### src/source/fetch_pkg.sv
`default_nettype none

package fetch_pkg;

  // datapath widths
  localparam int unsigned XLEN = 32;
  localparam logic [XLEN-1:0] PC_RESET_ADDR = 32'h8000_0000;

  // btb geometry, index from pc[5:2], tag is everything above
  localparam int unsigned BTB_ENTRIES = 16;
  localparam int unsigned BTB_IDX_W   = $clog2(BTB_ENTRIES);
  localparam int unsigned BTB_TAG_W   = XLEN - BTB_IDX_W - 2;

  // fetch queue, depth kept a power of two so the pointers wrap on their own
  localparam int unsigned FQ_DEPTH = 4;
  localparam int unsigned FQ_PTR_W = $clog2(FQ_DEPTH);
  localparam int unsigned FQ_CNT_W = $clog2(FQ_DEPTH + 1);  // needs to hold FQ_DEPTH

  // response latency bound
  localparam int unsigned FETCH_TIMEOUT = 16;
  localparam int unsigned TIMER_W       = $clog2(FETCH_TIMEOUT);
  localparam logic [TIMER_W-1:0] TIMER_MAX = TIMER_W'(FETCH_TIMEOUT - 1);

  typedef enum logic [2:0] {
    S_RESET,  // one idle cycle out of reset
    S_REQ,    // issue the request
    S_WAIT,   // request outstanding
    S_DRAIN,  // outstanding response is stale
    S_FULL,   // queue back-pressure
    S_FAULT   // timed out, parked until a redirect
  } fetch_state_e;

  typedef struct packed {
    logic            valid;
    logic [XLEN-1:0] target;
  } redirect_t;  // trap and branch ports

  typedef struct packed {
    logic            valid;
    logic [XLEN-1:0] pc;      // branch pc
    logic [XLEN-1:0] target;  // where it goes
  } btb_update_t;

  typedef struct packed {
    logic [XLEN-1:0] pc;
    logic [XLEN-1:0] inst;
  } fetch_entry_t;  // queue slot and decode view

endpackage

`default_nettype wire

### src/source/pc_reg.sv
`timescale 1ns/100ps
`default_nettype none

module pc_reg import fetch_pkg::*; (
  input  wire logic            clk,
  input  wire logic            rst_n_i,
  input  wire logic            stall_i,       // hold the pc
  input  wire logic            pc_adv_i,      // word fetched, step on
  input  wire redirect_t       trap_i,        // from commit / csr
  input  wire redirect_t       branch_i,      // from execute
  input  wire logic            bpu_hit_i,     // btb hit for pc_o
  input  wire logic [XLEN-1:0] bpu_target_i,
  output logic [XLEN-1:0]      pc_o
);

  logic [XLEN-1:0] pc_q;
  logic [XLEN-1:0] pc_plus4;
  logic [XLEN-1:0] pc_next;
  logic            redirect;
  logic            pc_wen;

  assign pc_plus4 = pc_q + 32'd4;
  assign redirect = trap_i.valid | branch_i.valid;

  // fixed priority: trap, branch, prediction, sequential
  always_comb begin
    if (trap_i.valid) begin
      pc_next = trap_i.target;
    end else if (branch_i.valid) begin
      pc_next = branch_i.target;
    end else if (bpu_hit_i) begin
      pc_next = bpu_target_i;  // predicted taken
    end else begin
      pc_next = pc_plus4;
    end
  end

  // redirects get through a stall, the sequential step does not
  assign pc_wen = redirect | (pc_adv_i & ~stall_i);

  always_ff @(posedge clk or negedge rst_n_i) begin
    if (!rst_n_i) begin
      pc_q <= PC_RESET_ADDR;
    end else if (pc_wen) begin
      pc_q <= pc_next;
    end
  end

  assign pc_o = pc_q;

endmodule

`default_nettype wire

### src/source/branch_target_buffer.sv
`timescale 1ns/100ps
`default_nettype none

module branch_target_buffer import fetch_pkg::*; (
  input  wire logic            clk,
  input  wire logic            rst_n_i,
  input  wire logic [XLEN-1:0] lookup_pc_i,  // current fetch pc
  input  wire btb_update_t     update_i,     // write strobe from execute
  output logic                 hit_o,
  output logic [XLEN-1:0]      target_o
);

  logic                 valid_q  [BTB_ENTRIES];
  logic [BTB_TAG_W-1:0] tag_q    [BTB_ENTRIES];
  logic [XLEN-1:0]      target_q [BTB_ENTRIES];

  logic [BTB_IDX_W-1:0] lookup_idx;
  logic [BTB_TAG_W-1:0] lookup_tag;
  logic [BTB_IDX_W-1:0] update_idx;
  logic [BTB_TAG_W-1:0] update_tag;

  // word aligned, so bits [1:0] never take part
  assign lookup_idx = lookup_pc_i[BTB_IDX_W+1:2];
  assign lookup_tag = lookup_pc_i[XLEN-1:BTB_IDX_W+2];
  assign update_idx = update_i.pc[BTB_IDX_W+1:2];
  assign update_tag = update_i.pc[XLEN-1:BTB_IDX_W+2];

  // only the valid bits carry state across reset
  always_ff @(posedge clk or negedge rst_n_i) begin
    if (!rst_n_i) begin
      for (int i = 0; i < BTB_ENTRIES; i++) begin
        valid_q[i] <= 1'b0;
      end
    end else if (update_i.valid) begin
      valid_q[update_idx] <= 1'b1;
    end
  end

  // tag and target table, overwritten in place
  always_ff @(posedge clk) begin
    if (update_i.valid) begin
      tag_q[update_idx]    <= update_tag;
      target_q[update_idx] <= update_i.target;
    end
  end

  // lookup is purely combinational on the stored table
  assign hit_o    = valid_q[lookup_idx] && (tag_q[lookup_idx] == lookup_tag);
  assign target_o = target_q[lookup_idx];  // only meaningful on hit

endmodule

`default_nettype wire

### src/source/fetch_wait_timer.sv
`timescale 1ns/100ps
`default_nettype none

module fetch_wait_timer import fetch_pkg::*; (
  input  wire logic clk,
  input  wire logic rst_n_i,
  input  wire logic clr_i,      // new request going out
  input  wire logic run_i,      // request outstanding
  output logic      expired_o
);

  logic [TIMER_W-1:0] count_q;
  logic               at_max;

  assign at_max = (count_q == TIMER_MAX);

  // saturates at TIMER_MAX, clear wins over run
  always_ff @(posedge clk or negedge rst_n_i) begin
    if (!rst_n_i) begin
      count_q <= '0;
    end else if (clr_i) begin
      count_q <= '0;
    end else if (run_i && !at_max) begin
      count_q <= count_q + 1'b1;
    end
  end

  // count of 0 is the first wait cycle, so this fires on wait cycle FETCH_TIMEOUT
  assign expired_o = run_i & at_max;

endmodule

`default_nettype wire

### src/source/fetch_queue.sv
`timescale 1ns/100ps
`default_nettype none

module fetch_queue import fetch_pkg::*; #(
  parameter type entry_t = fetch_entry_t
) (
  input  wire logic   clk,
  input  wire logic   rst_n_i,
  input  wire logic   push_i,
  input  wire entry_t push_data_i,
  input  wire logic   pop_i,          // decode strobe
  output entry_t      pop_data_o,     // head entry
  output logic        valid_o,        // not empty
  output logic        full_o,
  output logic        almost_full_o   // one slot left
);

  entry_t              mem_q [FQ_DEPTH];
  logic [FQ_PTR_W-1:0] wr_ptr_q;
  logic [FQ_PTR_W-1:0] rd_ptr_q;
  logic [FQ_CNT_W-1:0] count_q;

  logic do_push;
  logic do_pop;
  logic empty;

  assign empty   = (count_q == '0);
  assign full_o  = (count_q == FQ_CNT_W'(FQ_DEPTH));
  assign do_push = push_i & ~full_o;  // a push into a full queue is lost
  assign do_pop  = pop_i & ~empty;    // pop on empty ignored

  // pointers and occupancy
  always_ff @(posedge clk or negedge rst_n_i) begin
    if (!rst_n_i) begin
      wr_ptr_q <= '0;
      rd_ptr_q <= '0;
      count_q  <= '0;
    end else begin
      if (do_push) begin
        wr_ptr_q <= wr_ptr_q + 1'b1;  // wraps at FQ_DEPTH
      end
      if (do_pop) begin
        rd_ptr_q <= rd_ptr_q + 1'b1;
      end
      unique case ({do_push, do_pop})
        2'b10:   count_q <= count_q + 1'b1;
        2'b01:   count_q <= count_q - 1'b1;
        default: count_q <= count_q;  // both or neither
      endcase
    end
  end

  // storage
  always_ff @(posedge clk) begin
    if (do_push) begin
      mem_q[wr_ptr_q] <= push_data_i;
    end
  end

  assign pop_data_o    = mem_q[rd_ptr_q];
  assign valid_o       = ~empty;
  assign almost_full_o = (count_q == FQ_CNT_W'(FQ_DEPTH - 1));

endmodule

`default_nettype wire

### src/source/fetch_ctrl_fsm.sv
`timescale 1ns/100ps
`default_nettype none

module fetch_ctrl_fsm import fetch_pkg::*; (
  input  wire logic clk,
  input  wire logic rst_n_i,
  input  wire logic imem_rsp_valid_i,
  input  wire logic redirect_i,        // trap or branch
  input  wire logic q_full_i,
  input  wire logic q_almost_full_i,
  input  wire logic timer_expired_i,
  output logic      imem_req_o,
  output logic      push_o,
  output logic      pc_adv_o,
  output logic      stall_o,
  output logic      timer_clr_o,
  output logic      timer_run_o,
  output logic      fault_o            // sticky until redirect
);

  fetch_state_e state_q;
  fetch_state_e state_d;
  fetch_state_e resume;   // where a finished or redirected fetch goes
  logic         rsp_ok;   // usable response this cycle
  logic         fault_q;

  assign resume = q_full_i ? S_FULL : S_REQ;
  assign rsp_ok = (state_q == S_WAIT) & imem_rsp_valid_i & ~redirect_i;

  always_comb begin
    state_d = state_q;
    unique case (state_q)
      S_RESET: state_d = S_REQ;
      S_REQ: begin
        // redirect kills the request before it goes out
        state_d = redirect_i ? resume : S_WAIT;
      end
      S_WAIT: begin
        if (redirect_i) begin
          state_d = imem_rsp_valid_i ? resume : S_DRAIN;  // wrong-path word
        end else if (imem_rsp_valid_i) begin
          state_d = q_almost_full_i ? S_FULL : S_REQ;  // this push takes the last slot
        end else if (timer_expired_i) begin
          state_d = S_FAULT;
        end
      end
      S_DRAIN: begin
        if (imem_rsp_valid_i) begin
          state_d = resume;  // stale word dropped
        end else if (!redirect_i && timer_expired_i) begin
          state_d = S_FAULT;
        end
      end
      S_FULL:  state_d = q_full_i ? S_FULL : S_REQ;
      S_FAULT: state_d = redirect_i ? resume : S_FAULT;  // late responses ignored
      default: state_d = S_RESET;
    endcase
  end

  always_ff @(posedge clk or negedge rst_n_i) begin
    if (!rst_n_i) begin
      state_q <= S_RESET;
      fault_q <= 1'b0;
    end else begin
      state_q <= state_d;
      fault_q <= (state_d == S_FAULT);  // only a redirect leaves S_FAULT
    end
  end

  assign imem_req_o  = (state_q == S_REQ) & ~redirect_i;
  assign push_o      = rsp_ok;  // S_WAIT is only entered with a free slot
  assign pc_adv_o    = push_o;  // pc steps with every accepted word
  // pc frozen while nothing is being fetched
  assign stall_o     = (state_q == S_RESET) | (state_q == S_DRAIN) |
                       (state_q == S_FULL)  | (state_q == S_FAULT);
  assign timer_clr_o = (state_q == S_REQ);
  assign timer_run_o = (state_q == S_WAIT) | (state_q == S_DRAIN);
  assign fault_o     = fault_q;

endmodule

`default_nettype wire

### src/source/fetch_top.sv
`timescale 1ns/100ps
`default_nettype none

module fetch_top import fetch_pkg::*; (
  input  wire logic            clk,
  input  wire logic            rst_n_i,
  input  wire logic            imem_rsp_valid_i,
  input  wire logic [XLEN-1:0] imem_rsp_data_i,
  input  wire redirect_t       trap_i,
  input  wire redirect_t       branch_i,
  input  wire btb_update_t     btb_update_i,
  input  wire logic            dec_pop_i,
  output logic                 imem_req_o,
  output logic [XLEN-1:0]      imem_addr_o,
  output logic                 dec_valid_o,
  output fetch_entry_t         dec_entry_o,
  output logic                 fetch_fault_o
);

  logic [XLEN-1:0] pc;
  logic            pc_adv;
  logic            stall;
  logic            bpu_hit;
  logic [XLEN-1:0] bpu_target;
  logic            push;
  logic            q_full;
  logic            q_almost_full;
  logic            timer_clr;
  logic            timer_run;
  logic            timer_expired;
  logic            redirect;
  fetch_entry_t    push_entry;

  assign redirect    = trap_i.valid | branch_i.valid;
  assign imem_addr_o = pc;  // address held for the whole request
  assign push_entry  = '{pc: pc, inst: imem_rsp_data_i};

  pc_reg u_pc_reg (
    .clk          (clk),
    .rst_n_i      (rst_n_i),
    .stall_i      (stall),
    .pc_adv_i     (pc_adv),
    .trap_i       (trap_i),
    .branch_i     (branch_i),
    .bpu_hit_i    (bpu_hit),
    .bpu_target_i (bpu_target),
    .pc_o         (pc)
  );

  branch_target_buffer u_btb (
    .clk         (clk),
    .rst_n_i     (rst_n_i),
    .lookup_pc_i (pc),
    .update_i    (btb_update_i),
    .hit_o       (bpu_hit),
    .target_o    (bpu_target)
  );

  fetch_ctrl_fsm u_ctrl (
    .clk              (clk),
    .rst_n_i          (rst_n_i),
    .imem_rsp_valid_i (imem_rsp_valid_i),
    .redirect_i       (redirect),
    .q_full_i         (q_full),
    .q_almost_full_i  (q_almost_full),
    .timer_expired_i  (timer_expired),
    .imem_req_o       (imem_req_o),
    .push_o           (push),
    .pc_adv_o         (pc_adv),
    .stall_o          (stall),
    .timer_clr_o      (timer_clr),
    .timer_run_o      (timer_run),
    .fault_o          (fetch_fault_o)
  );

  fetch_wait_timer u_timer (
    .clk       (clk),
    .rst_n_i   (rst_n_i),
    .clr_i     (timer_clr),
    .run_i     (timer_run),
    .expired_o (timer_expired)
  );

  fetch_queue #(
    .entry_t (fetch_entry_t)
  ) u_queue (
    .clk           (clk),
    .rst_n_i       (rst_n_i),
    .push_i        (push),
    .push_data_i   (push_entry),
    .pop_i         (dec_pop_i),
    .pop_data_o    (dec_entry_o),
    .valid_o       (dec_valid_o),
    .full_o        (q_full),
    .almost_full_o (q_almost_full)
  );

endmodule

`default_nettype wire

### config.mk
export PLATFORM = sky130hd
export DESIGN_NAME = fetch_top
export DESIGN_NICKNAME = d
export VERILOG_FILES = /design/src/source/fetch_pkg.sv /design/src/source/pc_reg.sv /design/src/source/branch_target_buffer.sv /design/src/source/fetch_wait_timer.sv /design/src/source/fetch_queue.sv /design/src/source/fetch_ctrl_fsm.sv /design/src/source/fetch_top.sv
export SDC_FILE = /design/constraint.sdc
export NUM_CORES = 1
export LEC_CHECK = 0
export ABC_AREA = 1
export BUFFER_PORTS_ARGS = -buffer_cell sky130_fd_sc_hd__buf_4
export CAP_MARGIN = 20
export CORE_MARGIN = 1
export CORE_UTILIZATION = 55
export CTS_BUF_LIST = sky130_fd_sc_hd__clkbuf_16
export CTS_CLUSTER_SIZE = 28
export DETAILED_ROUTE_END_ITERATION = 10
export HOLD_SLACK_MARGIN = 0.06
export PLACE_DENSITY = 0.76
export SKIP_LAST_GASP = 1
export SYNTH_ARGS = -nofsm -noshare
export SYNTH_HDL_FRONTEND = slang
export SYNTH_SLANG_ARGS = --single-unit
export TNS_END_PERCENT = 100
### constraint.sdc
create_clock -name clk -period 4.67 [get_ports clk]
set_input_delay 1.1675 -clock clk [delete_from_list [all_inputs] [get_ports clk]]
set_output_delay 1.1675 -clock clk [all_outputs]
set_load 0.05 [all_outputs]
; Yosys cells after proc, flatten, opt, wreduce, memory -nomap -nowiden
; Memories as Yosys holds them, arrays and structs flattened.
; Index checks and enable logic that the tools add are counted.
[classes]
add_sub_neg = 6
mul = 0
div_mod_pow = 0
magnitude_cmp = 3
eq_ne = 12
n_shift = 0
n_mux = 26
n_bitwise = 20
reduce_logical = 10
[op_table]
columns = op, n
row1 = two-way mux 32 bit, 3
row2 = "adder 32 x 3 -> 32 bit, second input constant", 1
row3 = two-way mux 3 bit, 10
row4 = == test 26 bit, 1
row5 = one-hot mux 3 bit (6 select lines), 1
row6 = OR 16 bit, 1
row7 = "== test 3 bit, second input constant", 4
row8 = "greater-or-equal comparator 5 bit, second input constant", 2
row9 = inverter 4 -> 5 bit, 2
row10 = "== test 3 x 2 -> 1 bit, second input constant", 3
row11 = two-way mux 4 bit, 2
row12 = AND 1 bit, 7
row13 = two-way mux 1 bit, 7
row14 = logical NOT 3 bit, 2
row15 = OR 1 bit, 6
row16 = one-hot mux 3 bit (2 select lines), 1
row17 = "< comparator 5 x 1 -> 1 bit, second input constant", 1
row18 = "adder 2 x 1 -> 2 bit, second input constant", 2
row19 = "adder 4 x 1 -> 4 bit, second input constant", 1
row20 = binary-select mux 1 bit (select 4 bit), 1
row21 = demux 1 bit (select 4 bit), 1
row22 = "== test 4 bit, second input constant", 1
row23 = logical AND 1 bit, 4
row24 = inverter 1 bit, 4
row25 = other kinds (7), 9
[totals]
register_bits = 63
latchBits = 0
ram_bits = 1184
romBits = 0
inputBits = 167
out_inout_bits = 99
elab_cells = 103
n_memories = 3
[mem_list]
columns = memory, words, word_bits, rd, rd_ports_with_merged_regs, write_ports, line_no
row1 = u_btb.target_q, 16, 32, 1, 0, 1, branch_target_buffer.sv:15  ; logic [XLEN-1:0] target_q [BTB_ENTRIES];
row2 = u_btb.tag_q, 16, 26, 1, 0, 1, branch_target_buffer.sv:14  ; logic [BTB_TAG_W-1:0] tag_q [BTB_ENTRIES];
row3 = u_queue.mem_q, 4, 64, 1, 0, 1, fetch_queue.sv:18  ; entry_t mem_q [FQ_DEPTH];

; Logic depth before layout (Yosys ltp)
; Gate-level depths: netlist (run 1).
[logic_depth]
ltp_word = 8
depth_mapped = 25
ltp_nobuf = 21

; Modules after synthesis
; Synthesis (run 1) repeated with hierarchy kept, for this count alone.
[unflattened]
hier_cells = 4470
area_unflattened_um2 = 52266.4
[modules_own_cells]
columns = module, n_inst, cells_per_inst, area_each_um2, seq_area_each_um2
row1 = branch_target_buffer, 1, 3084, 38155.3, 28267.1
row2 = fetch_queue, 1, 808, 10606.4, 7862.5
row3 = pc_reg, 1, 480, 2881.5, 802.0
row4 = fetch_ctrl_fsm, 1, 66, 385.4, 100.1
row5 = fetch_wait_timer, 1, 29, 226.5, 100.1
row6 = fetch_top, 1, 3, 11.3, 0.0

; Least setup slack after synthesis (run 1)
; No wires, ideal clock.
[synth_timing]
path_type = in2reg
start = input branch_i[32] in the netlist's numbering
end = memory u_queue.mem_q[0][0] in the netlist's numbering (enable)
setup_time_ns = 0.487
arrival_time_ns = 4.789
t_required_ns = 4.183
path_slack_ns = -0.606
path_stages = 5
n_path_buf = 2
path_cell_list = clkbuf_1 > nor2_1 > clkbuf_1 > nand3_1 > nor2_1
[synth_between]
elab_chain_cells = 6
[synth_lines]
columns = item, line_no
row1 = from (decl), fetch_top.sv:10  ; input wire redirect_t branch_i,
row2 = OR 1 bit, fetch_top.sv:34  ; assign redirect = trap_i.valid | branch_i.valid;
row3 = inverter 1 bit, fetch_ctrl_fsm.sv:28  ; assign rsp_ok = (state_q == S_WAIT) & imem_rsp_valid_i & ~redirect_i;
row4 = AND 1 bit, fetch_ctrl_fsm.sv:28
row5 = AND 1 bit, fetch_queue.sv:29  ; assign do_push = push_i & ~full_o;
row6 = two-way mux 1 bit, fetch_queue.sv:55  ; if (do_push) begin
row7 = two-way mux 1 bit (implied by the code), fetch_queue.sv:56  ; mem_q[wr_ptr_q] <= push_data_i;
row8 = to (decl), fetch_queue.sv:18
; No other way between the ends.

==> results of run 1 <==
## sequential cells by signal, summed over array words and instances (netlist names)
register          flops
u_btb.tag_q         416
u_queue.count_q       3
u_btb.valid_q        16
u_ctrl.state_q        3
u_queue.wr_ptr_q      2
u_pc_reg.pc_o        32
u_queue.mem_q       256
u_queue.rd_ptr_q      2
u_timer.count_q       4
u_ctrl.fault_o        1
u_btb.target_q      512
## stage by stage
step / TNS [ns] / hold slack [ns]
after floorplan: -155.04 / 0.424
after global placement: 0 / 0.438
after detailed placement: 0 / 0.451
after CTS: 0 / 0.467
after global routing: 0 / 0.476
final: 0 / 0.467
## power groups by stage
stage / Sequential [mW] / Clock (mW) / Combinational, mW
2_1_floorplan: 13.1 / 0 / 4.67
3_3_place_gp: 13.2 / 0 / 6.90
3_5_place_dp: 13.2 / 0 / 7.04
4_1_cts: 13.0 / 9.45 / 7.07
5_1_grt: 13.0 / 9.88 / 7.67
6_report: 13.0 / 9.40 / 7.14
## layout make-up
| type | instances | area [sq um] | area share [%] |
|---|---|---|---|
| well taps | 1254 | 1570 | 2.65 |
| inverters | 327 | 1250 | 2.11 |
| repair buffers | 341 | 2910 | 4.92 |
| diodes | 6 | 15.0 | 0.0254 |
| multi-input cells | 2698 | 12400 | 21.0 |
| flip-flops and latches | 1247 | 37100 | 62.8 |
| clock inverters | 103 | 853 | 1.44 |
| clock buffers | 118 | 2950 | 5.00 |
## worst max-delay path, delay by kind of cell (launching register included)
kind	cells	cell delay [ns]
DFF	1	0.91
buffers and inverters	2	0.84
AOI/OAI and AO/OA	2	0.44
## worst max-delay path by stage
| stage | start | depth (start not counted) | to | slack (ns) |
|---|---|---|---|---|
| floorplan | branch_i[32] | 5 | u_queue.mem_q[0][0]$_DFFE_PP_ | -0.61 |
| global placement | u_pc_reg.pc_o[2]$_DFFE_PN0P_ | 20 | u_pc_reg.pc_o[18]$_DFFE_PN0P_ | 1.18 |
| detailed placement | trap_i[32] | 8 | u_queue.count_q[1]$_DFFE_PN0P_ | 1.20 |
| CTS | u_queue.rd_ptr_q[0]$_DFFE_PN0P_ | 4 | dec_entry_o[12] | 0.55 |
| global route | u_queue.rd_ptr_q[0]$_DFFE_PN0P_ | 4 | dec_entry_o[5] | 0.42 |
| finish | u_queue.rd_ptr_q[0]$_DFFE_PN0P_ | 4 | dec_entry_o[12] | 0.55 |
## kinds of logic after synthesis
group,count (synthesis),share of synthesized area [%]
xor gates and xnor gates,28,0.473
buffers and inverters,581,4.78
adders and majority gates,8,0.207
DFF,1247,71.6
AOI/OAI and AO/OA,734,7.97
and+or+nand+nor,1928,15.0
## placed cells by master, fill, tap and decap left out, types with 14 or more instances in the layout
master,n
a21oi_1,41
buf_12,28
buf_4,313
clkbuf_16,118
clkinv_1,32
clkinv_2,22
dfrtp_1,57
edfxtp_1,1184
inv_1,339
nand2_1,971
nand3_1,311
nor2_1,566
nor2_4,24
nor3_1,17
o21ai_0,415
o21ai_1,34
o221ai_1,27
o22ai_1,161
or2_2,14
xor2_1,27
## per-layer routing
metal  share of wire [%]  up-vias  track usage, %
li1                    -    16200               -
met1                  38    17200            38.7
met2                  46     2074            45.4
met3                  12      312            6.56
met4                 3.8        8            12.4
met5               0.036        -               0
==> flow_summary.json, run 1 <==
{
  "antenna_found_initial": 9,
  "synth_warnings": 0,
  "hold_start": "u_btb.valid_q[13]$_DFFE_PN0P_",
  "io_pins": 266,
  "pwr-share-comb_pct": 24.2,
  "htreeDepth": 3,
  "worst_slack_ns": 0.546,
  "synth-edff-count": 1184,
  "yosys.area.top_type": "edfxtp_1",
  "vias": 35700,
  "startpoint_type": "flip-flop",
  "fillCellCount": 6871,
  "total_power_mw": 29.5,
  "hold_class": "reg -> reg",
  "outcome": "finished clean",
  "netlist_area_sq_mm": 0.0519,
  "regToRegSetupSlack_ns": 0.98,
  "grt_usage_pct": 28.8,
  "fin_cells": 6094,
  "cpMostUsedCell": "buf_4",
  "synth_top_area_share_pct": 68.6,
  "clk_pin_slew_worst_paths_ns": 0.06,
  "dp_hpwl_mm": 78.8,
  "grt_max_degree": 192,
  "hold_violations": 0,
  "wl_mm": 139,
  "peakVddDrop_v": 0.000301,
  "worstMarginPinSlew_ns": 1.06,
  "path_cells": "buf_4 > o21ai_0 > o22ai_1 > buf_4",
  "dr.pass1.iters": 6,
  "cts_tree": "built",
  "drive_above_1_share_pct": 11.7,
  "portBuffers": 263,
  "drc": 0,
  "worstPathMaxFanout": 76,
  "clock_path_buffers": 3,
  "required_ns": 3.50,
  "synth_nets": 4701,
  "path_class": "reg -> out",
  "arrival_ns": 2.96,
  "timing.final.crit_share_pct": 88.3,
  "async_flop_share_pct": 5.05,
  "hold_end": "u_btb.valid_q[13]$_DFFE_PN0P_",
  "reg2reg_depth": 20,
  "fin_skew_ns": 0.0373,
  "fmax_mhz": 242,
  "pre_cts_slack_ns": 1.20,
  "synth_seq_cells": 1247,
  "die-area_sq_mm": 0.0955,
  "seqPwrFrac_pct": 43.9,
  "endpoint_kind": "output port",
  "place_area_sq_mm": 0.0553,
  "slew_violations": 0,
  "pwr-share-clk_pct": 31.9,
  "fp.dieH_um": 309,
  "start_util_pct": 55.6,
  "die_w_um": 309,
  "synth_area_leaders": "edfxtp_1 69%, nand2_1 7.0%, nor2_1 4.3%, o21ai_0 4.0%, nand3_1 3.0%",
  "first_iter_violations": 5225,
  "syn_inst": 4526,
  "core.rowCount": 112,
  "grt_first_pass_wirelength_mm": 205,
  "r2r_start": "u_pc_reg.pc_o[2]$_DFFE_PN0P_",
  "critPathSlowestCell": "dfrtp_4",
  "synth_cell_types": 46,
  "fin_crit_ns": 4.12,
  "synth_most_common_cell": "edfxtp_1",
  "ys.flop_type": "edfxtp_1",
  "setup_violations": 0,
  "cts_setup_buffers": 0,
  "numCtsBuffers": 117,
  "drt-vias-per-instance": 5.86,
  "clock_latency_ns": 0.72,
  "dp_cells": 5867,
  "syn_avg_cell_area_sq_um": 11.5,
  "power.switching_mw": 9.65,
  "postLayoutCoreUtil_pct": 63.3,
  "postLayoutCellArea_sq_mm": 0.0591,
  "slew_headroom_pct": 29.0,
  "cts_sinks": 1247,
  "internal_power_mw": 19.9,
  "switching_share_pct": 32.7,
  "worstReg2RegEnd": "u_pc_reg.pc_o[10]$_DFFE_PN0P_",
  "detail-route-antenna-nets": 0,
  "rsz0062_at_grt": "no",
  "p_leak_nw": 22.2,
  "wl_per_cell_um": 22.9,
  "synthTopCellsByCount": "1184 x edfxtp_1, 971 x nand2_1, 590 x nor2_1",
  "ys_seq_area_share_pct": 71.6,
  "min_path_cells": 2,
  "cts_resized": 0,
  "cpPeakStageDelay_ns": 0.91,
  "clock-root-buffer": "clkbuf_16",
  "nNetsFinal": 4907,
  "coreArea_sq_mm": 0.0933,
  "drv_cap": 0,
  "powerDensity_mw_per_mm2": 499,
  "place.gp.congestion": 0.951,
  "area_delta_synth_final_pct": 14.0,
  "grt_pass1_vias": 33800,
  "hold_buffers": 0,
  "overflow": 0
}
(Power assumes the default switching activity.)
==> run 2, diff against run 1 <==
Settings changed: CORE_UTILIZATION 55 to 29, PLACE_DENSITY 0.76 to 0.45.
==> run 2 against run 1 <==
- clock skew is 0.0089 ns higher
- sequential share of layout area fell by 2.1 points
- critical path depth is the same
- critical path type unchanged
==> flow_summary.json, run 2 (synthesis results as in run 1) <==
{
  "reg_top3": "u_btb.target_q x512, u_btb.tag_q x416, u_queue.mem_q x256",
  "io_pins": 266,
  "fin_cells": 7233,
  "hold_class": "in -> async",
  "die_w_um": 425,
  "total_power_mw": 30.6,
  "layout_commonest_cell": "edfxtp_1",
  "detail-route-antenna-nets": 0,
  "cts_tree": "built",
  "core.rowCount": 154,
  "cpPeakStageDelay_ns": 0.81,
  "portBuffers": 263,
  "cpMostUsedCell": "buf_4",
  "drc": 0,
  "wl_mm": 165,
  "worstPathMaxFanout": 98,
  "cts_resized": 0,
  "drive_above_1_share_pct": 12.7,
  "start_util_pct": 29.3,
  "overflow": 0,
  "arrival_ns": 3.08,
  "grt_pass1_vias": 33100,
  "antenna_found_initial": 7,
  "critPathSlowestCell": "buf_4",
  "fin_setup_tns_ns": 0,
  "fp.dieH_um": 425,
  "drv_cap": 0,
  "crit_start": "u_queue.rd_ptr_q[0]$_DFFE_PN0P_",
  "dr.pass1.iters": 5,
  "place.gp.congestion": 0.911,
  "fin_skew_ns": 0.0462,
  "endpoint_kind": "output port",
  "setup_violations": 0,
  "wl_per_cell_um": 22.8,
  "area_delta_synth_final_pct": 18.0,
  "vias": 34400,
  "r2r_start": "u_pc_reg.pc_o[2]$_DFFE_PN0P_",
  "nNetsFinal": 4956,
  "cts_setup_buffers": 0,
  "htreeDepth": 4,
  "path_cells": "buf_4 > o21ai_0 > o22ai_1 > buf_4",
  "peakVddDrop_v": 0.000388,
  "fmax_mhz": 236,
  "fin_crit_ns": 4.24,
  "cts_sinks": 1247,
  "clock_path_buffers": 3,
  "first_iter_violations": 2817,
  "slew_headroom_pct": 30.7,
  "required_ns": 3.50,
  "clock-root-buffer": "clkbuf_16",
  "numCtsBuffers": 139,
  "grt_first_pass_wirelength_mm": 236,
  "top_register": "u_btb.target_q",
  "clk_pin_slew_worst_paths_ns": 0.06,
  "die-area_sq_mm": 0.181,
  "grt_usage_pct": 18.0,
  "slew_violations": 0,
  "postLayoutCoreUtil_pct": 34.6,
  "hold_buffers": 0,
  "final_cell_mix": "1184 x edfxtp_1, 971 x nand2_1, 566 x nor2_1",
  "outcome": "finished clean",
  "grt_max_degree": 132,
  "clock_latency_ns": 0.78,
  "largest_reg_flops": 512,
  "drt-vias-per-instance": 4.76,
  "p_leak_nw": 22.6,
  "coreArea_sq_mm": 0.177,
  "rsz0062_at_grt": "no",
  "hold_violations": 0,
  "worstMarginPinSlew_ns": 1.04,
  "path_class": "reg -> out",
  "place_area_sq_mm": 0.0570,
  "powerDensity_mw_per_mm2": 500,
  "startpoint_type": "flip-flop",
  "dp_hpwl_mm": 95.4,
  "regToRegSetupSlack_ns": 0.81,
  "dp_cells": 6980,
  "timing.final.crit_share_pct": 90.9,
  "postLayoutCellArea_sq_mm": 0.0612
}
run 2: cell count changes in the layout (fill, tap and decap cells not counted), moves of 2 or more:
cell / before / now
inv_2: 12 / 10
inv_6: 3 / 7
clkinv_2: 22 / 26
clkinv_1: 32 / 26
inv_1: 339 / 350
bufinv_16: 13 / 4
buf_4: 313 / 333
diode_2: 6 / 2
clkinvlp_4: 1 / 4
buf_12: 28 / 35
clkbuf_16: 118 / 141
run 2: power by group:
part	internal, mW	total [mW]	switching (mW)
clock	5.72	10.2	4.52
combinational	1.98	7.47	5.48
sequential	12.6	12.9	0.326
run 2: path summary, 6_finish.rpt:
check                                                  end  cells past startpoint
max in group asynchronous    u_pc_reg.pc_o[31]$_DFFE_PN1P_                      2
min reg2reg                  u_btb.valid_q[12]$_DFFE_PN0P_                      1
min in group clk             u_btb.valid_q[12]$_DFFE_PN0P_                      1
max                                        dec_entry_o[17]                      4
max reg2reg                   u_pc_reg.pc_o[0]$_DFFE_PN0P_                     19
min                        u_queue.rd_ptr_q[1]$_DFFE_PN0P_                      1
run 2: routing by layer:
layer  global-route usage [%]  vias up  wire, um
li1                         -    16300         -
met1                     23.3    17100     72200
met2                     30.0      779     79400
met3                     3.26      224      8250
met4                     6.47        6      5330
met5                        0        -        40
run 2: final cells by class:
cell class / count / area [sq um]
clock buffer: 141 / 3530
sequential: 1247 / 37100
antenna: 2 / 5.00
timing repair buffer: 368 / 3200
multi-input combinational: 2698 / 12400
inverter: 327 / 1250
tap: 2340 / 2930
fill: 17600 / 116000
clock inverter: 110 / 698
run 2: through the flow:
step	setup WS [ns]	hold WS, ns
after floorplan	-0.606	0.424
after global placement	0.774	0.440
after detailed placement	0.810	0.451
after CTS	0.274	0.437
after global routing	0.217	0.480
final	0.427	0.466
run 2: critical path: cells and delay by family (launching register included):
kind	cells	cell delay, ns
buffers and inverters	2	1.08
DFF	1	0.68
AOI/OAI and AO/OA	2	0.51
